### config.mk
export PLATFORM = sky130hd
export DESIGN_NAME = reflet_peripheral
export DESIGN_NICKNAME = d
export VERILOG_FILES = /design/src/reflet_pkg.sv /design/src/reflet_hardware_info.sv /design/src/reflet_exti.sv /design/src/reflet_gpio.sv /design/src/reflet_timer.sv /design/src/reflet_pwm.sv /design/src/reflet_peripheral.sv
export VERILOG_INCLUDE_DIRS = /design/src
export SDC_FILE = /design/constraint.sdc
export NUM_CORES = 1
export LEC_CHECK = 0
export BUFFER_PORTS_ARGS = -buffer_cell sky130_fd_sc_hd__buf_2
export CAP_MARGIN = 20
export CORE_UTILIZATION = 60
export DETAILED_ROUTE_END_ITERATION = 12
export PLACE_DENSITY = 0.8
export SLEW_MARGIN = 20
export SYNTH_ARGS = -nofsm -noshare
export SYNTH_HDL_FRONTEND = slang
export SYNTH_SLANG_ARGS = --single-unit
### constraint.sdc
create_clock -name clk -period 2.85 [get_ports clk]
set_input_delay 0.4275 -clock clk [delete_from_list [all_inputs] [get_ports clk]]
set_output_delay 0.4275 -clock clk [all_outputs]
set_load 0.005 [all_outputs]
### src/reflet_macros.svh
`ifndef REFLET_MACROS_SVH
`define REFLET_MACROS_SVH

// bus widths
`define REFLET_WORD_SIZE 16
`define REFLET_ADDR_SIZE 16

// first address of the register window
`define REFLET_BASE_ADDR 16'hFF00

// number of registers in each peripheral
`define REFLET_HWI_SIZE   4
`define REFLET_EXTI_SIZE  3
`define REFLET_GPIO_SIZE  4
`define REFLET_TIMER_SIZE 3
`define REFLET_PWM_SIZE   2

// register offsets inside the window
`define REFLET_HWI_OFF   0
`define REFLET_EXTI_OFF  (`REFLET_HWI_OFF + `REFLET_HWI_SIZE)
`define REFLET_GPIO_OFF  (`REFLET_EXTI_OFF + `REFLET_EXTI_SIZE)
`define REFLET_TIMER_OFF (`REFLET_GPIO_OFF + `REFLET_GPIO_SIZE)
`define REFLET_PWM_OFF   (`REFLET_TIMER_OFF + `REFLET_TIMER_SIZE)

// whole window
`define REFLET_TOTAL_SIZE  (`REFLET_PWM_OFF + `REFLET_PWM_SIZE)
`define REFLET_OFFSET_SIZE ($clog2(`REFLET_TOTAL_SIZE))

`endif

### src/reflet_pkg.sv
`include "reflet_macros.svh"

package reflet_pkg;

    // one data word on the processor bus
    typedef logic [`REFLET_WORD_SIZE-1:0] word_t;

    // one processor bus address
    typedef logic [`REFLET_ADDR_SIZE-1:0] addr_t;

    // register index inside the peripheral window
    typedef logic [`REFLET_OFFSET_SIZE-1:0] offset_t;

    // interrupt lines
    // bit 0 gpio, bit 1 timer, bit 2 software trigger, bit 3 pwm
    typedef logic [3:0] irq_t;

    // local register bus, shared by every peripheral
    typedef struct packed {
        // access falls inside the window
        logic    sel;
        // register index relative to the base address
        offset_t offset;
        // write data
        word_t   wdata;
        // write strobe
        logic    we;
    } reg_bus_t;

endpackage

### src/reflet_hardware_info.sv
`include "reflet_macros.svh"

module reflet_hardware_info #(
    parameter logic [31:0] clk_freq = 32'd1000000
) (
    input  reflet_pkg::reg_bus_t bus,
    output reflet_pkg::word_t    rdata
);
    import reflet_pkg::*;

    // exti, gpio, timer and pwm present
    localparam word_t PERIPH_MASK = 16'h000F;

    offset_t idx;
    logic    hit;

    assign hit = bus.sel && (bus.offset >= `REFLET_HWI_OFF)
              && (bus.offset < `REFLET_HWI_OFF + `REFLET_HWI_SIZE);
    assign idx = bus.offset - offset_t'(`REFLET_HWI_OFF);

    // read only, writes fall through
    always_comb
    begin
        rdata = '0;
        if (hit)
        begin
            case (idx)
                0: rdata = word_t'(`REFLET_WORD_SIZE);
                1: rdata = clk_freq[15:0];
                2: rdata = clk_freq[31:16];
                3: rdata = PERIPH_MASK;
                default: rdata = '0;
            endcase
        end
    end

endmodule

### src/reflet_exti.sv
`include "reflet_macros.svh"

module reflet_exti (
    input  logic                 clk,
    input  logic                 arst_n,
    input  reflet_pkg::reg_bus_t bus,
    output reflet_pkg::word_t    rdata,
    input  reflet_pkg::irq_t     src,
    output reflet_pkg::irq_t     ext_int
);
    import reflet_pkg::*;

    offset_t idx;
    logic    hit;
    logic    wr_mask;
    logic    wr_pend;
    logic    wr_trig;
    logic    sw_trig;
    irq_t    mask;
    irq_t    pending;
    irq_t    src_q;
    irq_t    src_all;
    irq_t    rise;
    irq_t    clr;

    assign hit = bus.sel && (bus.offset >= `REFLET_EXTI_OFF)
              && (bus.offset < `REFLET_EXTI_OFF + `REFLET_EXTI_SIZE);
    assign idx = bus.offset - offset_t'(`REFLET_EXTI_OFF);

    assign wr_mask = hit && bus.we && (idx == 0);
    assign wr_pend = hit && bus.we && (idx == 1);
    assign wr_trig = hit && bus.we && (idx == 2);

    // software trigger joins as source 2
    assign src_all = src | {1'b0, sw_trig, 2'b00};
    assign rise    = src_all & ~src_q;
    assign clr     = wr_pend ? bus.wdata[3:0] : '0;

    always_ff @(posedge clk or negedge arst_n)
    begin
        if (!arst_n)
        begin
            mask    <= '0;
            pending <= '0;
            src_q   <= '0;
            sw_trig <= 1'b0;
        end
        else
        begin
            src_q   <= src_all;
            sw_trig <= wr_trig && bus.wdata[0];
            if (wr_mask)
                mask <= bus.wdata[3:0];
            // a new edge wins over a clear in the same cycle
            pending <= (pending & ~clr) | rise;
        end
    end

    assign ext_int = pending & mask;

    always_comb
    begin
        rdata = '0;
        if (hit)
        begin
            case (idx)
                0: rdata = word_t'(mask);
                1: rdata = word_t'(pending);
                default: rdata = '0;
            endcase
        end
    end

    // a mask written with a bit cleared keeps that line quiet
    assert property (@(posedge clk) disable iff (!arst_n)
        wr_mask |=> (ext_int & ~$past(bus.wdata[3:0])) == '0);

endmodule

### src/reflet_gpio.sv
`include "reflet_macros.svh"

module reflet_gpio (
    input  logic                 clk,
    input  logic                 arst_n,
    input  reflet_pkg::reg_bus_t bus,
    output reflet_pkg::word_t    rdata,
    input  logic [15:0]          gpi,
    output logic [15:0]          gpo,
    output logic                 irq
);
    import reflet_pkg::*;

    offset_t     idx;
    logic        hit;
    logic        wr_gpo;
    logic        wr_mask;
    logic        wr_flag;
    logic [15:0] sync1;
    logic [15:0] sync2;
    logic [15:0] sync3;
    logic [15:0] mask;
    logic [15:0] flags;
    logic [15:0] rise;
    logic [15:0] clr;

    assign hit = bus.sel && (bus.offset >= `REFLET_GPIO_OFF)
              && (bus.offset < `REFLET_GPIO_OFF + `REFLET_GPIO_SIZE);
    assign idx = bus.offset - offset_t'(`REFLET_GPIO_OFF);

    assign wr_gpo  = hit && bus.we && (idx == 1);
    assign wr_mask = hit && bus.we && (idx == 2);
    assign wr_flag = hit && bus.we && (idx == 3);

    // sync3 only serves the edge detector
    assign rise = sync2 & ~sync3 & mask;
    assign clr  = wr_flag ? bus.wdata : '0;

    always_ff @(posedge clk or negedge arst_n)
    begin
        if (!arst_n)
        begin
            sync1 <= '0;
            sync2 <= '0;
            sync3 <= '0;
            gpo   <= '0;
            mask  <= '0;
            flags <= '0;
        end
        else
        begin
            sync1 <= gpi;
            sync2 <= sync1;
            sync3 <= sync2;
            if (wr_gpo)
                gpo <= bus.wdata;
            if (wr_mask)
                mask <= bus.wdata;
            flags <= (flags & ~clr) | rise;
        end
    end

    assign irq = |flags;

    always_comb
    begin
        rdata = '0;
        if (hit)
        begin
            case (idx)
                0: rdata = sync2;
                1: rdata = gpo;
                2: rdata = mask;
                3: rdata = flags;
                default: rdata = '0;
            endcase
        end
    end

endmodule

### src/reflet_timer.sv
`include "reflet_macros.svh"

module reflet_timer (
    input  logic                 clk,
    input  logic                 arst_n,
    input  reflet_pkg::reg_bus_t bus,
    output reflet_pkg::word_t    rdata,
    output logic                 irq
);
    import reflet_pkg::*;

    offset_t idx;
    logic    hit;
    logic    wr_ctrl;
    logic    wr_period;
    logic    wr_count;
    logic    run;
    logic    ie;
    logic    flag;
    logic    wrap;
    word_t   period;
    word_t   count;

    assign hit = bus.sel && (bus.offset >= `REFLET_TIMER_OFF)
              && (bus.offset < `REFLET_TIMER_OFF + `REFLET_TIMER_SIZE);
    assign idx = bus.offset - offset_t'(`REFLET_TIMER_OFF);

    assign wr_ctrl   = hit && bus.we && (idx == 0);
    assign wr_period = hit && bus.we && (idx == 1);
    assign wr_count  = hit && bus.we && (idx == 2);

    // >= also recovers when the period is lowered under the count
    assign wrap = count >= period;

    always_ff @(posedge clk or negedge arst_n)
    begin
        if (!arst_n)
        begin
            run    <= 1'b0;
            ie     <= 1'b0;
            flag   <= 1'b0;
            period <= '0;
            count  <= '0;
        end
        else
        begin
            if (wr_ctrl)
            begin
                run <= bus.wdata[0];
                ie  <= bus.wdata[1];
            end
            if (wr_period)
                period <= bus.wdata;
            if (wr_count)
                count <= '0;
            else if (run)
                count <= wrap ? '0 : count + 1'b1;
            // writing 0 to bit 2 clears, overflow sets
            flag <= (flag && !(wr_ctrl && !bus.wdata[2])) || (run && wrap && !wr_count);
        end
    end

    assign irq = flag && ie;

    always_comb
    begin
        rdata = '0;
        if (hit)
        begin
            case (idx)
                0: rdata = {13'b0, flag, ie, run};
                1: rdata = period;
                2: rdata = count;
                default: rdata = '0;
            endcase
        end
    end

    // once the period has settled the count stays in range
    assert property (@(posedge clk) disable iff (!arst_n)
        (run && $past(run) && $stable(period) && period != '0) |-> count <= period);

endmodule

### src/reflet_pwm.sv
`include "reflet_macros.svh"

module reflet_pwm (
    input  logic                 clk,
    input  logic                 arst_n,
    input  reflet_pkg::reg_bus_t bus,
    output reflet_pkg::word_t    rdata,
    output logic                 pwm,
    output logic                 irq
);
    import reflet_pkg::*;

    offset_t idx;
    logic    hit;
    logic    wrap;
    word_t   period;
    word_t   duty;
    word_t   cnt;

    assign hit = bus.sel && (bus.offset >= `REFLET_PWM_OFF)
              && (bus.offset < `REFLET_PWM_OFF + `REFLET_PWM_SIZE);
    assign idx = bus.offset - offset_t'(`REFLET_PWM_OFF);

    assign wrap = cnt >= period;

    always_ff @(posedge clk or negedge arst_n)
    begin
        if (!arst_n)
        begin
            period <= '0;
            duty   <= '0;
            cnt    <= '0;
            pwm    <= 1'b0;
            irq    <= 1'b0;
        end
        else
        begin
            if (hit && bus.we && idx == 0)
                period <= bus.wdata;
            if (hit && bus.we && idx == 1)
                duty <= bus.wdata;
            cnt <= wrap ? '0 : cnt + 1'b1;
            pwm <= cnt < duty;
            // period 0 means stopped, no wrap pulses
            irq <= wrap && (period != '0);
        end
    end

    always_comb
    begin
        rdata = '0;
        if (hit)
            rdata = (idx == 0) ? period : duty;
    end

endmodule

### src/reflet_peripheral.sv
`include "reflet_macros.svh"

module reflet_peripheral #(
    parameter logic [31:0] clk_freq = 32'd1000000
) (
    input  logic              clk,
    input  logic              arst_n,
    input  logic              enable,
    input  reflet_pkg::addr_t addr,
    input  reflet_pkg::word_t data_in,
    input  logic              write_en,
    output reflet_pkg::word_t data_out,
    input  logic [15:0]       gpi,
    output logic [15:0]       gpo,
    output logic              pwm,
    output reflet_pkg::irq_t  ext_int
);
    import reflet_pkg::*;

    reg_bus_t bus;
    logic     in_window;
    word_t    rdata_hwi;
    word_t    rdata_exti;
    word_t    rdata_gpio;
    word_t    rdata_timer;
    word_t    rdata_pwm;
    logic     irq_gpio;
    logic     irq_timer;
    logic     irq_pwm;
    irq_t     src;

    // window decode
    assign in_window = enable && (addr >= `REFLET_BASE_ADDR)
                    && (addr < `REFLET_BASE_ADDR + `REFLET_TOTAL_SIZE);

    assign bus.sel    = in_window;
    assign bus.offset = offset_t'(addr - addr_t'(`REFLET_BASE_ADDR));
    assign bus.wdata  = data_in;
    assign bus.we     = write_en;

    // peripherals not addressed return zero
    assign data_out = rdata_hwi | rdata_exti | rdata_gpio | rdata_timer | rdata_pwm;

    // bit 2 is filled in by the software trigger inside exti
    assign src = {irq_pwm, 1'b0, irq_timer, irq_gpio};

    reflet_hardware_info #(
        .clk_freq(clk_freq)
    ) hwi_i (
        .bus  (bus),
        .rdata(rdata_hwi)
    );

    reflet_exti exti_i (
        .clk    (clk),
        .arst_n (arst_n),
        .bus    (bus),
        .rdata  (rdata_exti),
        .src    (src),
        .ext_int(ext_int)
    );

    reflet_gpio gpio_i (
        .clk   (clk),
        .arst_n(arst_n),
        .bus   (bus),
        .rdata (rdata_gpio),
        .gpi   (gpi),
        .gpo   (gpo),
        .irq   (irq_gpio)
    );

    reflet_timer timer_i (
        .clk   (clk),
        .arst_n(arst_n),
        .bus   (bus),
        .rdata (rdata_timer),
        .irq   (irq_timer)
    );

    reflet_pwm pwm_i (
        .clk   (clk),
        .arst_n(arst_n),
        .bus   (bus),
        .rdata (rdata_pwm),
        .pwm   (pwm),
        .irq   (irq_pwm)
    );

    // register ranges of the peripherals never overlap
    assert property (@(posedge clk) disable iff (!arst_n)
        $onehot0({|rdata_hwi, |rdata_exti, |rdata_gpio, |rdata_timer, |rdata_pwm}));

endmodule

==> results.md, run 1 <==
Logic synthesis:
- After synthesis, the share of cell area in mux cells is between 10% and 20%.
- In the synthesized netlist, the cells that appear most often are 194 x sky130_fd_sc_hd__dfrtp_1, 91 x sky130_fd_sc_hd__nand2_1, 62 x sky130_fd_sc_hd__nor2_1.
- The average instance area after synthesis is approximately 11 um^2.
- Synthesis produced a netlist with a net count of a little under 1,000.
- The cell area after synthesis is 0.00964 mm^2.
- Ranked by total cell area, the synthesized netlist is headed by sky130_fd_sc_hd__dfrtp_1 50%, sky130_fd_sc_hd__mux2_2 6.7%, sky130_fd_sc_hd__ha_1 6.6%.
- The dominant combinational cell family by area after synthesis is simple AND/OR/NAND/NOR gates.
- The dominant register cell in the synthesized netlist is sky130_fd_sc_hd__dfrtp_1.
- The fraction of registers with async set/reset is 100%.
- sky130_fd_sc_hd__dfrtp_1 takes more of the synthesized area than any other cell.
- The share of the synthesized area in the top cell type is between 50% and 60%.
- After synthesis, the netlist uses 55 different library cells.
- Summing the areas of all and, or, nand and nor instances in the mapped netlist gives between 10% and 20% of the synthesized area.
- Synthesis inferred ~190 register bits.
- The adder and majority gate portion of the synthesized area is under 10%.
- The number of enable flip-flop cells after synthesis is 0.
- Sequential cells were found to cover between 50 and 60% of the synthesized design area.
- The most frequent cell after synthesis is sky130_fd_sc_hd__dfrtp_1.
- The compound-gate portion of the synthesized area is 12.4%.
- The number of synthesis warnings is 0.
- Summing the areas of all xor and xnor instances in the mapped netlist gives 2.54% of the synthesized area.
- Counting every instance in the synthesized netlist gives 881.

Place:
- The count of input and output buffers is 88.
- The detailed placement HPWL is between 15,000 and 20,000 um.
- The weighted congestion at the end of routability-driven global placement is between 0.9 and 1.
- Prior to clock tree synthesis, the placed netlist has a worst setup slack of -0.0583 ns.

Clock tree:
- The number of levels in the clock H-tree is 4.
- TritonCTS built the clock tree.
- Hold repair after CTS inserted 0 buffers.
- For the worst-skew pair, the clock arrives at the later sink with an insertion delay of about 0.45 ns.
- The clock slew seen by the registers of the worst setup and hold paths is about 0.07 ns.
- The tree is rooted in a sky130_fd_sc_hd__clkbuf_16.
- No sink is reached through more buffers than the 2 on the longest clock path.
- The clock buffer count from CTS is 17.
- The tree built by TritonCTS fans out to roughly 190 sinks.

Floorplan:
- After floorplanning, the core was sized to cover between 0.015 and 0.02 mm^2.
- The die area is about 0.017 mm^2.
- The number of ports placed on the die boundary is between 80 and 90.
- Row generation in the floorplan step produced 45 rows.
- The die is 129 um wide.
- The die is 129 um tall.
- Once the floorplan was initialized, standard cells occupied between 60% and 70% of the core.

STA:
- The final setup violation count is 4.
- Timing would allow up to between 0.3 and 0.4 GHz.
- The worst-margin pin slew is 1.05 ns.
- The total count of max-transition violations in the final report was 0.
- On the final layout, the worst hold slack is 0.0206 ns.
- The final count of hold timing violations is 0.
- The smallest clock period supported by the final layout is computed as between 2 and 3 ns.
- The share of the cycle needed by the critical path after routing is 103%.
- The post-layout worst setup margin is -0.0985 ns.
- The worst clock skew on the final layout is ~0.009 ns.
- The relative slew slack is 30.3%.

Final layout:
- For this run, the share of the core covered by cells in the final layout is 73.5%.
- The synthesis-to-finish area growth is 17.7%.
- The number of nets in the layout is 1,101.
- The number of fill cells is ~1,100.
- Summing all multi-input logic gate instances after layout gives around 0.0045 mm^2.
- Registers take approximately 0.005 mm^2.
- The number of inserted diodes is 0.
- The post-route netlist has a little over a quarter of its cells at a drive strength greater than 1.

Critical path:
- The critical path startpoint category is an input pin.
- Data on the critical path is required at its endpoint by roughly 2.4 ns.
- The critical path is of the in2out type.
- In this design, the critical path's most frequently occurring cell is sky130_fd_sc_hd__buf_2.
- STA puts the critical path data arrival time at between 2 and 3 ns.
- The largest single stage delay on the critical path is 0.33 ns.
- For this design, the slowest cell found on the critical path is sky130_fd_sc_hd__nand4_1.
- In this run the worst path has a maximum fanout of 17.
- Walking the worst path, the cells encountered are buf_2, buf_6, ha_4, nand4_1, buf_12, buf_4, nand2_1, o21ai_0, a21oi_1, o221ai_1, buf_2.
- The worst setup path is captured at a primary output.

Power and ir drop:
- Power comes to ~5.5 mW.
- The static leakage is 5.43 nW.
- Power spread over the standard cell area amounts to between 400 and 500 mW/mm^2.
- The worst vdd rail ir drop is approximately 0.44 mV.

Drt:
- The ratio of routed vias to standard cells is ~6.2.
- The first detailed-routing pass took 8 iterations.
- After detailed routing, the number of remaining DRC violations is 0.
- Detailed routing inserted a total of 7,538 vias.
- For this block, the initial DRC count from the detailed router was 661.
- The total wire length is roughly 25,000 um.
- The detail route stage leaves a number of antenna-violating nets equal to 0.
- The post-detailed-route wirelength per cell is 20.1 um.

Global route:
- The first global-routing pass estimated about 38,000 um of wire.
- The initial antenna violation count is 0.
- Entering global routing, the biggest net connects 92 pins.
- The via count of the first global-routing pass is slightly above 7,000.
- Global routing used about 31% of the available tracks across all layers.
- The total overflow left after global routing is 0.

Run:
- The tool flagged a number of max-cap violations equal to 0.

Run status:
- The checks that failed: setup timing.
- The run finished, with violations left.

Min path:
- The path class of the tightest hold or removal check is in2async.
[cell usage in the layout, fill, tap and decap left out, types with 8 or more instances in the layout]
cell | synthesis | routed
sky130_fd_sc_hd__a221oi_1 | 12 | 10
sky130_fd_sc_hd__and3_1 | 8 | 8
sky130_fd_sc_hd__nor4_1 | 13 | 12
sky130_fd_sc_hd__a21oi_1 | 29 | 26
sky130_fd_sc_hd__o21ai_0 | 33 | 32
sky130_fd_sc_hd__nand2_1 | 91 | 91
sky130_fd_sc_hd__dfrtp_1 | 194 | 194
sky130_fd_sc_hd__inv_1 | 57 | 56
sky130_fd_sc_hd__buf_2 | 8 | 87
sky130_fd_sc_hd__buf_4 | 0 | 38
sky130_fd_sc_hd__mux2_2 | 57 | 57
sky130_fd_sc_hd__a21o_1 | 15 | 15
sky130_fd_sc_hd__nand3_1 | 24 | 24
sky130_fd_sc_hd__xor2_1 | 20 | 20
sky130_fd_sc_hd__nor2_1 | 62 | 62
sky130_fd_sc_hd__and2_1 | 9 | 9
sky130_fd_sc_hd__o2bb2ai_1 | 17 | 17
sky130_fd_sc_hd__clkbuf_16 | 0 | 18
sky130_fd_sc_hd__o221ai_1 | 15 | 14
sky130_fd_sc_hd__mux2_4 | 20 | 20
sky130_fd_sc_hd__a222oi_1 | 9 | 9
sky130_fd_sc_hd__nand4_1 | 14 | 14
sky130_fd_sc_hd__ha_1 | 51 | 49
sky130_fd_sc_hd__a22oi_1 | 14 | 14
sky130_fd_sc_hd__mux2i_1 | 12 | 12
[through the flow]
step / TNS (ns) / instances / instance area (um^2)
2_1_floorplan: 0 / 881 / 9640
3_3_place_gp: -0.176 / 1178 / 10500
3_5_place_dp: -0.100 / 1178 / 10500
4_1_cts: 0 / 1210 / 11200
5_1_grt: -0.307 / 1222 / 11300
6_report: -0.159 / 1222 / 11300
[registers in the layout, summed over array words and instances (netlist names), 4 cells and up]
name and cells:
timer_i.period 16, pwm_i.period 16, gpio_i.sync1 16, pwm_i.cnt 16, pwm_i.duty 16, exti_i.mask 4
exti_i.pending 4, gpio_i.flags 16, gpio_i.sync3 16, timer_i.count 16, exti_i.src_q 4, gpio_i.sync2 16
gpio_i.mask 16, gpio_i.gpo 16
[per-layer routing]
layer  vias to the layer above  part of all wire (%)  wire length, um  track usage [%]
met5                         -                     0                0                0
met4                         0                   4.0              972             12.9
met3                        73                   7.5             1840             8.02
met2                       346                    47            11500             49.3
met1                      3721                    42            10200             41.0
li1                       3398                     -                -                -
[layout make-up]
| cell class | count | share of cell area [%] |
|---|---|---|
| multi-input cells | 592 | 39.4 |
| clock buffers | 17 | 3.75 |
| clock inverters | 15 | 1.83 |
| inverters | 57 | 1.89 |
| well taps | 211 | 2.33 |
| repair buffers | 136 | 7.95 |
| flip-flops and latches | 194 | 42.8 |
[where the power goes]
part | leakage [nW] | total (mW) | internal [mW] | switching, mW
logic | 2.72 | 0.268 | 0.0933 | 0.175
clock network | 0.304 | 2.44 | 1.22 | 1.23
registers | 2.40 | 2.80 | 2.78 | 0.0166
total | 5.43 | 5.51 | 4.09 | 1.42
[cell families (layout without fill, tap and decap cells)]
| logic type | count (synthesis) | after routing |
|---|---|---|
| compound gates | 167 | 167 |
| xor+xnor | 28 | 28 |
| fa+ha+maj | 51 | 51 |
| buf+inv | 95 | 225 |
| flops | 194 | 194 |
| mux | 89 | 89 |
| simple gates | 257 | 257 |
[what timing repair did]
item | CTS | global route
gates cloned | 0 | 1
endpoints found under the hold margin | 0 | 0
buffers inserted | 0 | 11
pin swaps | 0 | 7
gates resized for setup | 3 | 18
setup endpoints to repair | 4 | 4
[critical path, delay by kind of cell]
family                     cells  cell delay (ns)
and+or+nand+nor                2             0.39
adders and majority gates      1             0.27
AOI/OAI and AO/OA              3             0.58
buffers and inverters          5             0.84
[worst paths after layout]
| kind | start | endpoint | slack, ns | depth (start not counted) |
|---|---|---|---|---|
| setup / recovery | addr[1] | data_out[6] | -0.1 | 11 |
| hold / removal | arst_n | pwm_i.duty[10]$_DFFE_PN0P_ | 0.02 | 1 |
| setup reg to reg | timer_i.count[13]$_DFFE_PN0P_ | timer_i.count[6]$_DFFE_PN0P_ | 0.42 | 7 |
| hold reg to reg | gpio_i.sync1[10]$_DFF_PN0_ | gpio_i.sync2[10]$_DFF_PN0_ | 0.35 | 0 |
| max in group asynchronous | arst_n | pwm_i.period[1]$_DFFE_PN0P_ | 2.06 | 2 |
| min in group clk | gpi[0] | gpio_i.sync1[0]$_DFF_PN0_ | 0.08 | 1 |
Power figures use the tool's default switching activity.
==> inputs of run 2 (changes only) <==
--- a/config.mk
+++ b/config.mk
@@ -6,6 +6,7 @@
 export SDC_FILE = /design/constraint.sdc
 export NUM_CORES = 1
 export LEC_CHECK = 0
+export ABC_AREA = 1
 export BUFFER_PORTS_ARGS = -buffer_cell sky130_fd_sc_hd__buf_2
 export CAP_MARGIN = 20
 export CORE_UTILIZATION = 60
==> results.md, run 2 <==
Place:
- At the end of routability-driven placement, the weighted congestion stood at approximately 0.90.
- The worst-case setup slack after placement is roughly 0.15 ns.
- The area of placed instances is 0.0108 mm^2.
- Input and output buffers added on the ports amount to roughly 90.
- The detailed placement HPWL is between 15,000 and 20,000 um.
- The cell count after placement is 1,542.

Final layout:
- Leaving out filler cells and counting taps, the final layout contains ~1,600.
- For this run, the post-layout net count is 1,446.
- The most common cell after layout, fill and taps aside is sky130_fd_sc_hd__nand2_1.
- The synthesis-to-finish area growth is 13.8%.
- Cells with a size suffix above 1 make up around 14% of the layout.
- The utilization of the core after routing is a little over two thirds.
- The final instance area is 0.0115 mm^2.
- Leaving out fill and tap cells, the most frequent cells in the layout are 376 x sky130_fd_sc_hd__nand2_1, 194 x sky130_fd_sc_hd__dfrtp_1, 140 x sky130_fd_sc_hd__inv_1.
- The repair_antennas step left the layout with diodes totalling 0.

Floorplan:
- In this run the core area contains 47 standard-cell rows.
- The overall die height is roughly 130 um.
- The core region is between 0.015 and 0.02 mm^2.
- The die area is about 0.017 mm^2.
- From left edge to right edge, the die measures roughly 130 um.
- In this run the count of I/O pins placed on the die edge is 89.
- The initial core utilization is between 60% and 70%.

Clock tree:
- Counting along the longest clock path gives a buffer depth of 2.
- For this design, the CTS-stage hold fixing added 0 buffers.
- Counting the buffers created by CTS gives 17.
- The H-tree was split into 4 levels.
- The root buffer cell chosen for the clock tree is sky130_fd_sc_hd__clkbuf_16.
- The clock slew seen by the registers of the worst setup and hold paths is around 0.080 ns.
- TritonCTS built the clock tree.
- The sink count of the clock tree is a little under 200.
- The clock insertion delay at the later pin of the skew report is approximately 0.46 ns.

Drt:
- For this run, design rule violations remaining after detail routing come to 0.
- The total wire length is 26,900 um.
- The detailed router finished its first iteration with ~700 violations.
- The post-detailed-route wirelength per cell is 17.1 um.
- The pre-antenna-repair detailed-routing pass consisted of 5 iterations.
- The total via count in the routed design is slightly below 9,000.
- The ratio of routed vias to standard cells is 5.62.
- The detail route stage leaves a number of antenna-violating nets equal to 0.

STA:
- The worst clock skew on the final layout is about 0.015 ns.
- The aggregate negative setup slack is 0 ns.
- The share of the cycle needed by the critical path after routing is approximately 95%.
- The minimum period implied by the final worst setup slack is about 2.7 ns.
- The final worst hold slack is around 0.0033 ns.
- Setup violations remaining at the end of the flow were counted as 0.
- In the post-route analysis, the smallest setup slack over all paths is roughly 0.13 ns.
- Timing would allow up to roughly 0.37 GHz.
- The total count of max-transition violations in the final report is 0.
- Measured against its own limit, the worst slew margin works out to a little under three fifths.
- The final count of hold timing violations is 0.
- The worst-margin pin slew is 0.644 ns.

Power and ir drop:
- Summing internal, switching and leakage power gives about 5.7 mW.
- The worst vdd rail ir drop is ~0.52 mV.
- The power per unit of standard cell area is around 490 mW/mm^2.
- The static leakage is 5.65 nW.

Critical path:
- The slowest stage of the critical path belongs to the cell sky130_fd_sc_hd__ha_1.
- The category of the worst setup path capture point is a primary output.
- The critical path startpoint category is an input pin.
- The dominant cell type by count on the critical path is sky130_fd_sc_hd__nand2_1.
- The buffering stage count on the worst path with inverters included is 4.
- The cell family contributing the most delay on the critical path is simple AND/OR/NAND/NOR gates.
- The worst-path maximum fanout is 18.
- The type of the worst setup path is in2out.
- Walking the worst path, the cells encountered are buf_2, inv_2, ha_1, a21boi_0, nand2_1, nor2_4, buf_12, nand2_1, o211ai_1, nand2_1, nor2_1, nand2_1, buf_2.
- The largest incremental delay on the critical path is about 0.28 ns.
- The required time of the worst setup path is about 2.4 ns.
- The arrival time at the worst endpoint is around 2.3 ns.

Global route:
- Summed over all layers, the global routing overflow is 0.
- The initial antenna violation count is 0.
- The maximum number of pins on one net before global-route repair is just under 80.
- The overall fraction of global-route tracks in use is between 30% and 40%.
- The via count of the first global-routing pass came to 8,605.
- The first-pass GRT wire length is between 40,000 and 50,000 um.

Logic synthesis:
- The post-synthesis instance total is roughly 1,200.
- The most frequent cell after synthesis is sky130_fd_sc_hd__nand2_1.
- In the synthesized netlist the async set-or-reset flop fraction comes to between 90% and 100%.
- After synthesis the netlist holds a flip-flop and latch count of between 150 and 200.
- The number of synthesis warnings is 0.
- The count of different cell masters after synthesis is 43.
- Sequential cells were found to cover between 40% and 50% of the synthesized design area.
- The total nets after synthesis is between 1,000 and 1,500.
- The number of enable flip-flop cells after synthesis is 0.
- The biggest area consumer among synthesized cells is sky130_fd_sc_hd__dfrtp_1.
- The cell area after synthesis is roughly 0.010 mm^2.
- The share of the synthesized area in the top cell type is between 40% and 50%.
- In this run the mean area of a mapped cell was just over 8 um^2.
- The dominant register cell in the synthesized netlist is sky130_fd_sc_hd__dfrtp_1.
- By area the synthesized netlist is led by sky130_fd_sc_hd__dfrtp_1 48%, sky130_fd_sc_hd__nand2_1 14%, sky130_fd_sc_hd__ha_1 6.3%.
- The commonest cells after synthesis are 376 x sky130_fd_sc_hd__nand2_1, 194 x sky130_fd_sc_hd__dfrtp_1, 140 x sky130_fd_sc_hd__inv_1.

Run status:
- The run finished with clean final reports.

Run:
- The number of maximum-capacitance violations is 0.

Min path:
- In this run the worst hold path is classified as in2async.
## run 2: cell types whose count changed in the layout (fill, tap and decap cells not counted), sizes merged, moves of 15 or more
cell,before,now
buf,133,106
nand3,25,67
nand2,91,382
inv,63,154
o2bb2ai,17,0
mux2,77,0
o21ai,33,155
nor2,62,97
a21o,15,0
## run 2: final timing paths
| kind | slack, ns | cells after the start | endpoint | startpoint |
|---|---|---|---|---|
| worst max-delay path | 0.13 | 13 | data_out[6] | addr[2] |
| worst min-delay path | 0.003 | 1 | pwm_i.cnt[10]$_DFF_PN0_ | arst_n |
| worst max register to register | 0.88 | 9 | timer_i.count[6]$_DFFE_PN0P_ | timer_i.period[14]$_DFFE_PN0P_ |
| worst min register to register | 0.34 | 0 | gpio_i.sync2[3]$_DFF_PN0_ | gpio_i.sync1[3]$_DFF_PN0_ |
| max in group asynchronous | 2.09 | 2 | pwm_i.period[11]$_DFFE_PN0P_ | arst_n |
| min in group clk | 0.07 | 1 | gpio_i.sync1[1]$_DFF_PN0_ | gpi[1] |
## run 2: per-layer routing
layer / global-route usage, % / share of wire (%)
met5: 0 / 0
met4: 14.0 / 2.6
met1: 44.2 / 42
met2: 52.5 / 48
met3: 5.84 / 7.7
## run 2: layout make-up
class	count	area, um^2
Clock inverter	15	243
Clock buffer	17	425
Multi-Input combinational cell	873	4540
Sequential cell	194	4850
Timing Repair Buffer	107	629
Tap cell	220	275
Inverter	150	564
Fill cell	1277	4990
## run 2: cells by family (layout without fill, tap and decap cells)
family / count (synthesis) / in the layout / synth area share [%]
flip-flops: 194 / 194 / 47.9
adder cells (fa/ha/maj): 51 / 51 / 6.30
AND/OR/NAND/NOR: 606 / 606 / 26.5
XOR/XNOR: 9 / 9 / 0.778
AO/OA/AOI/OAI: 207 / 207 / 11.2
buffers and inverters: 182 / 289 / 7.30
## run 2: what timing repair did
item | in CTS | in global routing
resized for setup | 0 | 1
setup buffers | 0 | 2
setup endpoints to repair | 0 | 7
## run 2: where the power goes
part	total (mW)	internal (mW)	switching [mW]
registers	2.80	2.78	0.0159
logic	0.258	0.0670	0.191
clock network	2.63	1.32	1.31
total	5.68	4.17	1.52
==> inputs of run 3 (changes only) <==
--- a/config.mk
+++ b/config.mk
@@ -9,9 +9,11 @@
 export ABC_AREA = 1
 export BUFFER_PORTS_ARGS = -buffer_cell sky130_fd_sc_hd__buf_2
 export CAP_MARGIN = 20
-export CORE_UTILIZATION = 60
+export CELL_PAD_IN_SITES_DETAIL_PLACEMENT = 1
+export CELL_PAD_IN_SITES_GLOBAL_PLACEMENT = 2
+export CORE_UTILIZATION = 36
 export DETAILED_ROUTE_END_ITERATION = 12
-export PLACE_DENSITY = 0.8
+export PLACE_DENSITY_LB_ADDON = 0.1
 export SLEW_MARGIN = 20
 export SYNTH_ARGS = -nofsm -noshare
 export SYNTH_HDL_FRONTEND = slang
==> results.md, run 3 (synthesized netlist as in run 2, its figures left out) <==
Run status:
- The flow ran to the end, and the final reports show no timing, DRC or antenna violations.

Final layout:
- The finished layout holds about 1,700 standard cells, fillers aside.
- Cells fill between 40 and 50% of the core in the end.
- In the layout the commonest cells are 376 x sky130_fd_sc_hd__nand2_1, 194 x sky130_fd_sc_hd__dfrtp_1, 140 x sky130_fd_sc_hd__inv_1.
- The post-route netlist has between 10% and 20% of its cells at a drive strength greater than 1.
- The number of antenna diodes in the final layout is 0.
- Relative to the synthesized area, the layout overhead comes to 16.0%.
- The number of nets in the layout is about 1,500.
- The library cell used most frequently in the layout, excluding fill and tap cells, is sky130_fd_sc_hd__nand2_1.

Clock tree:
- The clock insertion delay at the later pin of the skew report is between 0.4 and 0.5 ns.
- No sink is reached through more buffers than the 2 on the longest clock path.
- TritonCTS built the clock tree.
- The clock drives between 150 and 200 sinks.
- Clock tree synthesis selected as its root buffer the cell sky130_fd_sc_hd__clkbuf_16.
- The clock slew seen by the registers of the worst setup and hold paths is ~0.08 ns.
- The clock buffer count from CTS is 17.
- The number of levels in the clock H-tree is 4.

Drt:
- The met2 wirelength from detailed routing is roughly 15,000 um.
- The detailed-routing wirelength on met1 is 15,800 um.
- Dividing the detail-routed wire length by the instance count gives approximately 18 um.
- The detailed-routed wire length on met3 is 689 um.
- The uppermost metal layer occupied by signal nets is met4.
- The ratio of routed vias to standard cells is slightly below 5.
- The total wire length is approximately 32,000 um.
- The routed layout has 8,646 vias.
- For this block, the initial DRC count from the detailed router was ~430.
- The number of routed nets with antenna violations is 0.
- The total DRC errors in the routed layout is 0.
- The first detailed-routing pass took 5 iterations.

Critical path:
- The category of the worst setup path capture point is a primary output.
- The slowest cell on the critical path is sky130_fd_sc_hd__ha_1.
- STA classifies the critical path startpoint as an input pin.
- The worst register-to-register path has a depth of 8.
- In this run the worst path has a maximum fanout of 12.
- The arrival time at the worst endpoint is between 2 and 2.5 ns.
- The type of the worst setup path is in2out.
- In this design, the stage delay of the slowest critical-path cell is 0.24 ns.
- Data on the critical path is required at its endpoint by between 2 and 2.5 ns.
- Walking the worst path, the cells encountered are buf_2, ha_1, inv_1, o21ai_1, nand2_1, buf_4, clkinv_1, nand2_4, nor3_4, buf_6, o21ai_0, nand2_1, buf_2.

Global route:
- The overall fraction of global-route tracks in use is roughly a quarter.
- The initial antenna violation count is 1.
- The first global-routing pass estimated around 51,000 um of wire.
- Entering global routing, the biggest net connects about 60 pins.
- The via count of the first global-routing pass was just under 9,000.
- The aggregate global routing overflow is 0.

Run:
- The number of maximum-capacitance violations is 0.

STA:
- The share of the cycle needed by the critical path after routing is roughly 93%.
- The total count of max-transition violations in the final report is 0.
- The relative slew slack is about 60%.
- Setup repair after global routing left no endpoint under its margin.
- For the final database, setup skew stands at between 0.015 and 0.02 ns.
- Setup violations remaining at the end of the flow were counted as 0.
- The aggregate negative setup slack is 0 ns.
- The routed design could run at a clock period as short as 2.66 ns.
- For the pin with the worst max-slew slack, the measured transition is between 0.6 and 0.7 ns.
- The maximum frequency from static timing analysis is 0.376 GHz.
- The final count of hold timing violations is 0.

Floorplan:
- The die covers around 0.029 mm^2.
- The initialized floorplan defines between 60 and 70 standard-cell rows.
- The number of ports placed on the die boundary is 89.
- The core outline area is 0.0277 mm^2.
- The initial core utilization is 36.6%.
- The overall die height is between 150 and 200 um.
- The floorplan die width is between 150 and 200 um.

Power and ir drop:
- The power per unit of standard cell area is 465 mW/mm^2.
- The worst vdd rail ir drop is 0.395 mV.
- The static leakage is 5.68 nW.

Place:
- Input and output buffers added on the ports amount to 88.
- The weighted congestion at the end of routability-driven global placement is 0.818.
- The detailed placement HPWL is about 23,000 um.
- After detailed placement, the design holds a cell count of 1,712.

Min path:
- The type of the tightest min-delay check is in2reg.
- The worst hold path depth is 1.
run 3: cell types whose count changed in the layout (fill, tap and decap cells not counted), sizes merged:
cell,previous run,this run
buf,106,116
bufinv,1,0
clkinvlp,0,2
dlygate4sd3,0,1
inv,154,155
clkinv,10,7
run 3: power by group:
group,total [mW],switching [mW],internal [mW]
Sequential,2.80,0.0155,2.78
Combinational,0.278,0.203,0.0743
Clock,2.39,1.22,1.16
run 3: worst paths after layout:
kind	endpoint	start	slack (ns)
max	data_out[5]	addr[2]	0.19
min	gpio_i.sync1[7]$_DFF_PN0_	gpi[7]	0.08
max reg2reg	timer_i.count[4]$_DFFE_PN0P_	timer_i.count[15]$_DFFE_PN0P_	0.83
min reg2reg	gpio_i.sync2[5]$_DFF_PN0_	gpio_i.sync1[5]$_DFF_PN0_	0.35
max in group asynchronous	gpio_i.flags[1]$_DFF_PN0_	arst_n	1.58
min in group asynchronous	pwm_i.cnt[8]$_DFF_PN0_	arst_n	0.54
run 3: area by class of cell:
class | count | area (um^2)
Clock buffer | 17 | 425
Clock inverter | 14 | 141
Tap cell | 378 | 473
Multi-Input combinational cell | 873 | 4540
Timing Repair Buffer | 118 | 751
Fill cell | 3360 | 16000
Sequential cell | 194 | 4850
Inverter | 150 | 564
run 3: repair_timing:
item                       in CTS  in global routing
setup buffers                   0                  0
hold endpoints to repair       16                  0
setup endpoints to repair       0                  8
gates resized for setup         0                  5
hold buffers                    1                  0
run 3: layer usage:
metal / vias up / track usage (%)
met4: 0 / 4.86
met1: 4271 / 32.9
met2: 93 / 38.1
li1: 4265 / -
met5: - / 0
met3: 17 / 3.31
run 3: metrics by stage:
stage	setup WS, ns	hold WS (ns)	area, um^2	total power [mW]
5_1_grt	0.0186	0.0561	11800	5.67
2_1_floorplan	0.788	0.132	10100	2.96
3_5_place_dp	0.152	0.336	11200	3.14
6_report	0.194	0.0830	11800	5.46
3_3_place_gp	0.130	0.332	11200	3.13
4_1_cts	0.148	0.0627	11700	5.54
run 3: critical path: cells and delay by family:
family | cells | cell delay [ns]
AOI/OAI and AO/OA | 2 | 0.25
adders and majority gates | 1 | 0.24
buffers and inverters | 6 | 0.77
and+or+nand+nor | 4 | 0.54
